$ cat src/hw/robotDrivePkg.sv
package robotDrivePkg;

	////////////////////////////////////////////////////////////
	// Steering command from the line sensors
	////////////////////////////////////////////////////////////

	typedef enum logic [1:0] {
		HEAD_PROCEED = 2'b00,
		HEAD_LEFT    = 2'b01,
		HEAD_RIGHT   = 2'b10,
		HEAD_STOP    = 2'b11
	} heading_t;

	typedef enum logic [1:0] {
		SHARP_FULL   = 2'b00,
		SHARP_VEER   = 2'b01,
		SHARP_HARD   = 2'b10,
		SHARP_NINETY = 2'b11
	} sharpness_t;

	typedef struct packed {
		heading_t   heading;
		sharpness_t sharpness;
	} steerCmd_t;

	// One bit per PWM channel, current level
	typedef struct packed {
		logic full;
		logic veer;
		logic hard;
		logic ninety;
		logic ninetyFast;
	} speedSet_t;

	// H-bridge enables and direction pins
	typedef struct packed {
		logic       enA;
		logic       enB;
		logic [3:0] bridgeIn;
	} motorCmd_t;

	////////////////////////////////////////////////////////////
	// Junction command and drive state
	////////////////////////////////////////////////////////////

	typedef enum logic [2:0] {
		TONE_STRAIGHT = 3'b000,
		TONE_LEFT     = 3'b001,
		TONE_RIGHT    = 3'b010,
		TONE_BACK     = 3'b011,
		TONE_STOP     = 3'b100
	} toneDir_t;

	typedef enum logic [1:0] {
		ST_DRIVE     = 2'b00,
		ST_COLLISION = 2'b10,
		ST_JUNCTION  = 2'b11
	} driveState_t;

	// Forward pin patterns, reverse is the bit inverse
	localparam logic [3:0] BRIDGE_STRAIGHT = 4'b0110;
	localparam logic [3:0] BRIDGE_LEFT     = 4'b0101;
	localparam logic [3:0] BRIDGE_RIGHT    = 4'b1010;
	localparam logic [3:0] BRIDGE_STOP     = 4'b0000;

endpackage

$ cat src/hw/pwmChannel.sv
`timescale 1ns/1ps

module pwmChannel #(
	parameter int unsigned PWM_PERIOD = 625000,
	parameter int unsigned DUTY       = 168750
) (
	input  logic clk,
	input  logic rst,
	output logic level
);

	localparam int CW = (PWM_PERIOD > 1) ? $clog2(PWM_PERIOD) : 1;

	logic [CW-1:0] count;

	// Free-running period counter
	always_ff @(posedge clk or posedge rst) begin
		if (rst) begin
			count <= '0;
		end else if (count == CW'(PWM_PERIOD - 1)) begin
			count <= '0;
		end else begin
			count <= count + 1'b1;
		end
	end

	// High for DUTY counts of every period
	always_ff @(posedge clk or posedge rst) begin
		if (rst) begin
			level <= 1'b0;
		end else begin
			level <= (32'(count) < DUTY);
		end
	end

endmodule

$ cat src/hw/steeringDecoder.sv
`timescale 1ns/1ps

module steeringDecoder import robotDrivePkg::*; (
	input  logic       clk,
	input  logic       rst,
	input  steerCmd_t  steerSel,
	input  logic       halt,
	input  logic       invert,
	input  speedSet_t  speeds,
	output motorCmd_t  motor
);

	logic       innerEn;
	logic       outerEn;
	logic       turnPins;
	logic [3:0] fwdPattern;
	motorCmd_t  nextMotor;

	////////////////////////////////////////////////////////////
	// Speed table, inner and outer wheel by sharpness
	////////////////////////////////////////////////////////////

	always_comb begin
		innerEn  = speeds.full;
		outerEn  = speeds.full;
		turnPins = 1'b0;
		case (steerSel.sharpness)
			SHARP_VEER: begin
				innerEn = speeds.veer;
				outerEn = speeds.full;
			end
			SHARP_HARD: begin
				innerEn  = speeds.veer;
				outerEn  = speeds.hard;
				turnPins = 1'b1;
			end
			SHARP_NINETY: begin
				innerEn  = speeds.ninety;
				outerEn  = speeds.ninetyFast;
				turnPins = 1'b1;
			end
			default: begin
				innerEn = speeds.full;
				outerEn = speeds.full;
			end
		endcase
	end

	// Side A is the inner wheel on a left turn
	always_comb begin
		nextMotor = '0;
		fwdPattern = BRIDGE_STOP;
		case (steerSel.heading)
			HEAD_PROCEED: begin
				nextMotor.enA = speeds.full;
				nextMotor.enB = speeds.full;
				fwdPattern    = BRIDGE_STRAIGHT;
			end
			HEAD_LEFT: begin
				nextMotor.enA = innerEn;
				nextMotor.enB = outerEn;
				fwdPattern    = turnPins ? BRIDGE_LEFT : BRIDGE_STRAIGHT;
			end
			HEAD_RIGHT: begin
				nextMotor.enA = outerEn;
				nextMotor.enB = innerEn;
				fwdPattern    = turnPins ? BRIDGE_RIGHT : BRIDGE_STRAIGHT;
			end
			default: begin
				fwdPattern = BRIDGE_STOP;
			end
		endcase
		// Running in reverse flips every driven pin
		if (invert && fwdPattern != BRIDGE_STOP) begin
			nextMotor.bridgeIn = ~fwdPattern;
		end else begin
			nextMotor.bridgeIn = fwdPattern;
		end
	end

	always_ff @(posedge clk or posedge rst) begin
		if (rst) begin
			motor <= '0;
		end else if (halt) begin
			// Pins keep their value, wheels stop
			motor.enA <= 1'b0;
			motor.enB <= 1'b0;
		end else begin
			motor <= nextMotor;
		end
	end

endmodule

$ cat src/hw/junctionSequencer.sv
`timescale 1ns/1ps

module junctionSequencer import robotDrivePkg::*; #(
	parameter int unsigned MANEUVER_CYCLES = 50_000_000
) (
	input  logic       clk,
	input  logic       rst,
	input  logic       atJunction,
	input  logic       toneReq,
	input  toneDir_t   toneDir,
	output logic       toneAck,
	output steerCmd_t  maneuverSteer,
	output logic       maneuverInvert,
	output logic       maneuverDone,
	output logic       exitReverse,
	output logic [4:0] junctionLeds
);

	localparam int CW = (MANEUVER_CYCLES > 1) ? $clog2(MANEUVER_CYCLES) : 1;

	toneDir_t      cmd;
	logic          running;
	logic [CW-1:0] count;
	logic          accept;
	logic [4:0]    cmdLeds;

	// New request only while parked at a junction with no timer active
	assign accept = toneReq && !toneAck && atJunction && !running;

	assign maneuverDone = running && (count == CW'(MANEUVER_CYCLES - 1));
	assign exitReverse  = maneuverDone && (cmd == TONE_BACK);

	always_comb begin
		case (toneDir)
			TONE_STOP:     cmdLeds = 5'b00001;
			TONE_STRAIGHT: cmdLeds = 5'b00010;
			TONE_LEFT:     cmdLeds = 5'b00100;
			TONE_RIGHT:    cmdLeds = 5'b01000;
			TONE_BACK:     cmdLeds = 5'b10000;
			default:       cmdLeds = 5'b00000;
		endcase
	end

	////////////////////////////////////////////////////////////
	// Handshake, command latch and maneuver timer
	////////////////////////////////////////////////////////////

	always_ff @(posedge clk or posedge rst) begin
		if (rst) begin
			toneAck      <= 1'b0;
			cmd          <= TONE_STOP;
			running      <= 1'b0;
			count        <= '0;
			junctionLeds <= '0;
		end else begin
			if (accept) begin
				toneAck      <= 1'b1;
				cmd          <= toneDir;
				junctionLeds <= cmdLeds;
				count        <= '0;
				// Stop has no timer and waits for the next command
				running      <= (toneDir != TONE_STOP);
			end else if (toneAck && !toneReq) begin
				toneAck <= 1'b0;
			end

			if (maneuverDone) begin
				running      <= 1'b0;
				junctionLeds <= '0;
			end else if (running) begin
				count <= count + 1'b1;
			end
		end
	end

	// Steering during the maneuver, stopped otherwise
	always_comb begin
		maneuverSteer  = '{heading: HEAD_STOP, sharpness: SHARP_FULL};
		maneuverInvert = 1'b0;
		if (running) begin
			case (cmd)
				TONE_STRAIGHT: maneuverSteer = '{heading: HEAD_PROCEED, sharpness: SHARP_FULL};
				TONE_LEFT:     maneuverSteer = '{heading: HEAD_LEFT, sharpness: SHARP_NINETY};
				TONE_RIGHT:    maneuverSteer = '{heading: HEAD_RIGHT, sharpness: SHARP_NINETY};
				TONE_BACK: begin
					maneuverSteer  = '{heading: HEAD_PROCEED, sharpness: SHARP_FULL};
					maneuverInvert = 1'b1;
				end
				default:       maneuverSteer = '{heading: HEAD_STOP, sharpness: SHARP_FULL};
			endcase
		end
	end

endmodule

$ cat src/hw/driveController.sv
`timescale 1ns/1ps

module driveController import robotDrivePkg::*; (
	input  logic      clk,
	input  logic      rst,
	input  steerCmd_t steer,
	input  logic      obstacle,
	input  steerCmd_t maneuverSteer,
	input  logic      maneuverInvert,
	input  logic      maneuverDone,
	input  logic      exitReverse,
	output logic      atJunction,
	output steerCmd_t steerSel,
	output logic      halt,
	output logic      invert
);

	driveState_t state;
	logic        reverseFlag;

	assign atJunction = (state == ST_JUNCTION);
	assign halt       = (state == ST_COLLISION);

	////////////////////////////////////////////////////////////
	// Drive FSM with registered steering source
	////////////////////////////////////////////////////////////

	always_ff @(posedge clk or posedge rst) begin
		if (rst) begin
			state       <= ST_DRIVE;
			reverseFlag <= 1'b0;
			steerSel    <= '{heading: HEAD_STOP, sharpness: SHARP_FULL};
			invert      <= 1'b0;
		end else begin
			case (state)
				ST_DRIVE: begin
					steerSel <= steer;
					invert   <= reverseFlag;
					// Obstacle wins over a junction mark
					if (obstacle) begin
						state <= ST_COLLISION;
					end else if (steer.heading == HEAD_STOP) begin
						state <= ST_JUNCTION;
					end
				end
				ST_COLLISION: begin
					steerSel <= steer;
					invert   <= reverseFlag;
					if (!obstacle) begin
						state <= ST_DRIVE;
					end
				end
				ST_JUNCTION: begin
					steerSel <= maneuverSteer;
					invert   <= maneuverInvert;
					if (maneuverDone) begin
						state       <= ST_DRIVE;
						reverseFlag <= exitReverse;
					end
				end
				default: begin
					state <= ST_DRIVE;
				end
			endcase
		end
	end

endmodule

$ cat src/hw/robotDriveTop.sv
`timescale 1ns/1ps

module robotDriveTop import robotDrivePkg::*; #(
	// 50 MHz clock, 80 Hz PWM
	parameter int unsigned PWM_PERIOD       = 625000,
	parameter int unsigned DUTY_FULL        = 168750,
	parameter int unsigned DUTY_VEER        = 206250,
	parameter int unsigned DUTY_HARD        = 500000,
	parameter int unsigned DUTY_NINETY      = 250000,
	parameter int unsigned DUTY_NINETY_FAST = 262500,
	parameter int unsigned MANEUVER_CYCLES  = 50_000_000
) (
	input  logic       clk,
	input  logic       rst,
	input  steerCmd_t  steer,
	input  logic       obstacle,
	input  toneDir_t   toneDir,
	input  logic       toneReq,
	output motorCmd_t  motor,
	output logic       toneAck,
	output logic [4:0] junctionLeds
);

	speedSet_t speeds;
	steerCmd_t steerSel;
	steerCmd_t maneuverSteer;
	logic      halt;
	logic      invert;
	logic      atJunction;
	logic      maneuverInvert;
	logic      maneuverDone;
	logic      exitReverse;

	////////////////////////////////////////////////////////////
	// Speed sources sharing one period
	////////////////////////////////////////////////////////////

	pwmChannel #(.PWM_PERIOD(PWM_PERIOD), .DUTY(DUTY_FULL)) pwmFull_i (
		.clk   (clk),
		.rst   (rst),
		.level (speeds.full)
	);

	pwmChannel #(.PWM_PERIOD(PWM_PERIOD), .DUTY(DUTY_VEER)) pwmVeer_i (
		.clk   (clk),
		.rst   (rst),
		.level (speeds.veer)
	);

	pwmChannel #(.PWM_PERIOD(PWM_PERIOD), .DUTY(DUTY_HARD)) pwmHard_i (
		.clk   (clk),
		.rst   (rst),
		.level (speeds.hard)
	);

	pwmChannel #(.PWM_PERIOD(PWM_PERIOD), .DUTY(DUTY_NINETY)) pwmNinety_i (
		.clk   (clk),
		.rst   (rst),
		.level (speeds.ninety)
	);

	pwmChannel #(.PWM_PERIOD(PWM_PERIOD), .DUTY(DUTY_NINETY_FAST)) pwmNinetyFast_i (
		.clk   (clk),
		.rst   (rst),
		.level (speeds.ninetyFast)
	);

	////////////////////////////////////////////////////////////
	// Control path
	////////////////////////////////////////////////////////////

	driveController driveController_i (
		.clk            (clk),
		.rst            (rst),
		.steer          (steer),
		.obstacle       (obstacle),
		.maneuverSteer  (maneuverSteer),
		.maneuverInvert (maneuverInvert),
		.maneuverDone   (maneuverDone),
		.exitReverse    (exitReverse),
		.atJunction     (atJunction),
		.steerSel       (steerSel),
		.halt           (halt),
		.invert         (invert)
	);

	junctionSequencer #(.MANEUVER_CYCLES(MANEUVER_CYCLES)) junctionSequencer_i (
		.clk            (clk),
		.rst            (rst),
		.atJunction     (atJunction),
		.toneReq        (toneReq),
		.toneDir        (toneDir),
		.toneAck        (toneAck),
		.maneuverSteer  (maneuverSteer),
		.maneuverInvert (maneuverInvert),
		.maneuverDone   (maneuverDone),
		.exitReverse    (exitReverse),
		.junctionLeds   (junctionLeds)
	);

	steeringDecoder steeringDecoder_i (
		.clk      (clk),
		.rst      (rst),
		.steerSel (steerSel),
		.halt     (halt),
		.invert   (invert),
		.speeds   (speeds),
		.motor    (motor)
	);

endmodule

$ cat config.mk
export PLATFORM = sky130hd
export DESIGN_NAME = robotDriveTop
export DESIGN_NICKNAME = d
export VERILOG_FILES = /design/src/hw/robotDrivePkg.sv /design/src/hw/pwmChannel.sv /design/src/hw/steeringDecoder.sv /design/src/hw/junctionSequencer.sv /design/src/hw/driveController.sv /design/src/hw/robotDriveTop.sv
export SDC_FILE = /design/constraint.sdc
export NUM_CORES = 1
export LEC_CHECK = 0
export ABC_AREA = 1
export ABC_CLOCK_PERIOD_IN_PS = 5700
export BUFFER_PORTS_ARGS = -buffer_cell sky130_fd_sc_hd__clkbuf_2
export CAP_MARGIN = 40
export CORE_MARGIN = 5
export CORE_UTILIZATION = 30
export CTS_CLUSTER_SIZE = 25
export DETAILED_ROUTE_END_ITERATION = 7
export SLEW_MARGIN = 30
export SYNTH_ARGS = -nofsm -noshare
export SYNTH_HDL_FRONTEND = slang
export SYNTH_SLANG_ARGS = --single-unit
$ cat constraint.sdc
create_clock -name clk -period 5.7 [get_ports clk]
set_input_delay 0.855 -clock clk [delete_from_list [all_inputs] [get_ports clk]]
set_output_delay 0.855 -clock clk [all_outputs]
set_load 0.005 [all_outputs]
==> results.ini <==
[status]
status = finished clean

[die]
start_util = 0.3060
num_rows = 62
pin_count = 23
die_w_um = 181.8
core_area_sq_um = 28940
die_area_sq_um = 33050
die_h_um = 181.8

[grt]
grt_pass1_wl_um = 34580
grt_pass1_vias = 7356
grtUsageTotal = 0.1244
grt_max_degree = 87
antenna_found_initial = 0
grt_overflow = 0

[sta]
timing.setup.tns_ns = 0
finalSetupViolations = 0
rsz0062_at_grt = no
max_slew.worst_pin.slew_ns = 0.5011
fin_worst_skew_ns = 0.007589
hold_violations = 0
fin_crit_sh = 0.3302
max_freq_mhz = 531.3
maxSlewHeadroom = 0.6659
period_minus_slack_ns = 1.882
drv_slew = 0

[critical_path]
required_ns = 4.85
cp_slowest_stage_delay_ns = 0.45
start_kind = flop
critPathMaxFanout = 2
crit_arrival_ns = 1.03
cp_top_family = flip-flops
worstSetupPathType = reg2out
r2r-end = pwmHard_i.count[14]
rr_startpoint = pwmHard_i.count[0]
crit_path_cell_trace = clkbuf_2
critical_path.slowest_cell = dfrtp_1
endpoint_kind = output port
cp_num_buf_inv = 1
rrSetupSlack_ns = 3.88
worstRegToRegCells = 7

[drt]
ant_nets = 0
wl_per_cell_um = 12.14
drc = 0
via_per_inst = 4.620
first_pass_iters = 5
drt_wl_total_um = 19990
drtIter0Drc = 487
vias = 7605

[placement]
gp_congestion = 0.8903
dp_cells = 1613
port_buffers = 22
placed_cell_area_sq_um = 9418
dpl.hpwl_um = 14850

[clock_network]
post_cts_resized = 0
cts-root-buf = clkbuf_16
clock_path_buffers = 2
cts_tree = built
cts_buffers = 17
clkSinkCount = 155
cts_setup_buffers = 0
clk_latency_ns = 0.42
holdBufCountCts = 0
clkTransAtPathRegs_ns = 0.06
htree_levels = 4

[power]
switchingPower_mw = 0.4900
combPwrFrac = 0.015
seqPwrFrac = 0.487
leakage_nw = 4.953
irDropWorstVdd_mv = 0.1814
p_sw_frac = 0.2167
intPower_mw = 1.771
clkPwrFrac = 0.498
power-per-cell-area_nw_per_um2 = 225.2

[finish]
fin_nets = 1270
layout_commonest_cell = nand2_1
n_antenna_cell = 0
final_cell_mix = nand2_1, inv_1, nor2_1
final_area_sq_um = 10040
drive_gt1_frac = 0.07052
fin_cells = 1646
syn2layout_area_growth_pct = 13.38

[logic_synthesis]
synth_area_sq_um = 8853
ys.flop_type = dfrtp_1
ys_seq_area_frac = 0.4385
yosysWarnings = 0
synth-edff-count = 0
ys_types = 38
mappedNetlistNets = 1232
async_flop_share = 1.000
syn_area_per_cell_sq_um = 7.305
syn_inst = 1212
ys_ff_latch = 155

[worst_hold_path]
hold_path_class = in2async

[run]
drv_cap = 0

-- cells in the mapped netlist, types with 3 or more instances --
library cell,number,area (sq um)
nand2_1,276,1036
dfrtp_1,152,3804
a21oi_1,12,60.06
nand3b_1,8,60.06
xnor2_1,7,61.31
ha_1,9,112.6
nand4_1,43,269.0
o21ai_1,12,60.06
o21ai_0,31,155.2
nor2_2,13,81.33
inv_2,5,18.77
nand3_2,3,30.03
nor2_1,192,720.7
buf_2,4,20.02
nand3_1,107,535.5
xor2_1,60,525.5
dfstp_2,3,78.83
nor3_1,44,220.2
inv_1,199,747.0
o211ai_1,8,60.06
-- cell type report --
class / instances / area, sq um
Clock inverter: 11 / 121.4
Multi-Input combinational cell: 845 / 4154
Timing Repair Buffer: 26 / 167.7
Sequential cell: 155 / 3882
Inverter: 205 / 775.7
Clock buffer: 20 / 456.7
Fill cell: 3054 / 18900
Tap cell: 384 / 480.5
-- layer usage --
layer | vias up | global-route usage | wire length (um)
li1 | 3918 | - | -
met1 | 3552 | 0.1717 | 10050
met2 | 117 | 0.1996 | 8984
met3 | 18 | 0.02241 | 670
met4 | 0 | 0.03783 | 284
met5 | - | 0 | 0
-- kinds of logic after synthesis --
family / count (synthesis) / synth area share
adder cells (fa/ha/maj): 9 / 0.01272
buffers and inverters: 212 / 0.09228
XOR/XNOR: 67 / 0.06628
flip-flops: 155 / 0.4385
AO/OA/AOI/OAI: 70 / 0.04395
multiplexers: 1 / 0.001131
AND/OR/NAND/NOR: 698 / 0.3451
-- power by group through the flow --
stage          Sequential, mW  Clock [mW]  Combinational [mW]
3_3_place_gp             1.12           0              0.0338
6_report                 1.10        1.13              0.0342
2_1_floorplan            1.12           0              0.0189
5_1_grt                  1.10        1.21              0.0410
4_1_cts                  1.10        1.16              0.0342
3_5_place_dp             1.12           0              0.0340
-- sequential cells by signal (all words and copies together) (netlist names), 2 cells and up --
name	cells
junctionSequencer_i.cmd	3
pwmHard_i.count	20
steeringDecoder_i.motor	6
driveController_i.state	2
pwmNinetyFast_i.count	20
pwmFull_i.count	20
pwmNinety_i.count	20
driveController_i.steerSel	4
pwmVeer_i.count	20
junctionSequencer_i.count	26
junctionSequencer_i.junctionLeds	5
-- through the flow --
step	power [mW]	util	worst slack, ns	hold slack [ns]
global route	2.351	0.3469	3.709	0.3928
floorplan	1.140	-	0.6718	0.4218
CTS	2.299	0.3455	3.773	0.4596
detailed placement	1.154	0.3255	3.454	0.4465
finish	2.261	0.3469	3.818	0.3814
global placement	1.154	0.3255	3.479	0.4520
-- worst max-delay path by stage --
stage                                           from                             endpoint  slack [ns]  depth (start not counted)
after floorplan                                  rst             driveController_i.invert        0.67                          1
after global placement                       toneReq  junctionSequencer_i.junctionLeds[2]        3.48                         11
after detailed placement                     toneReq  junctionSequencer_i.junctionLeds[2]        3.45                         11
after CTS                 steeringDecoder_i.motor[1]                             motor[1]        3.77                          1
after global routing              pwmHard_i.count[0]                  pwmHard_i.count[14]        3.71                          7
final                     steeringDecoder_i.motor[1]                             motor[1]        3.82                          1
No activity file was read; power rests on OpenSTA's default activity.
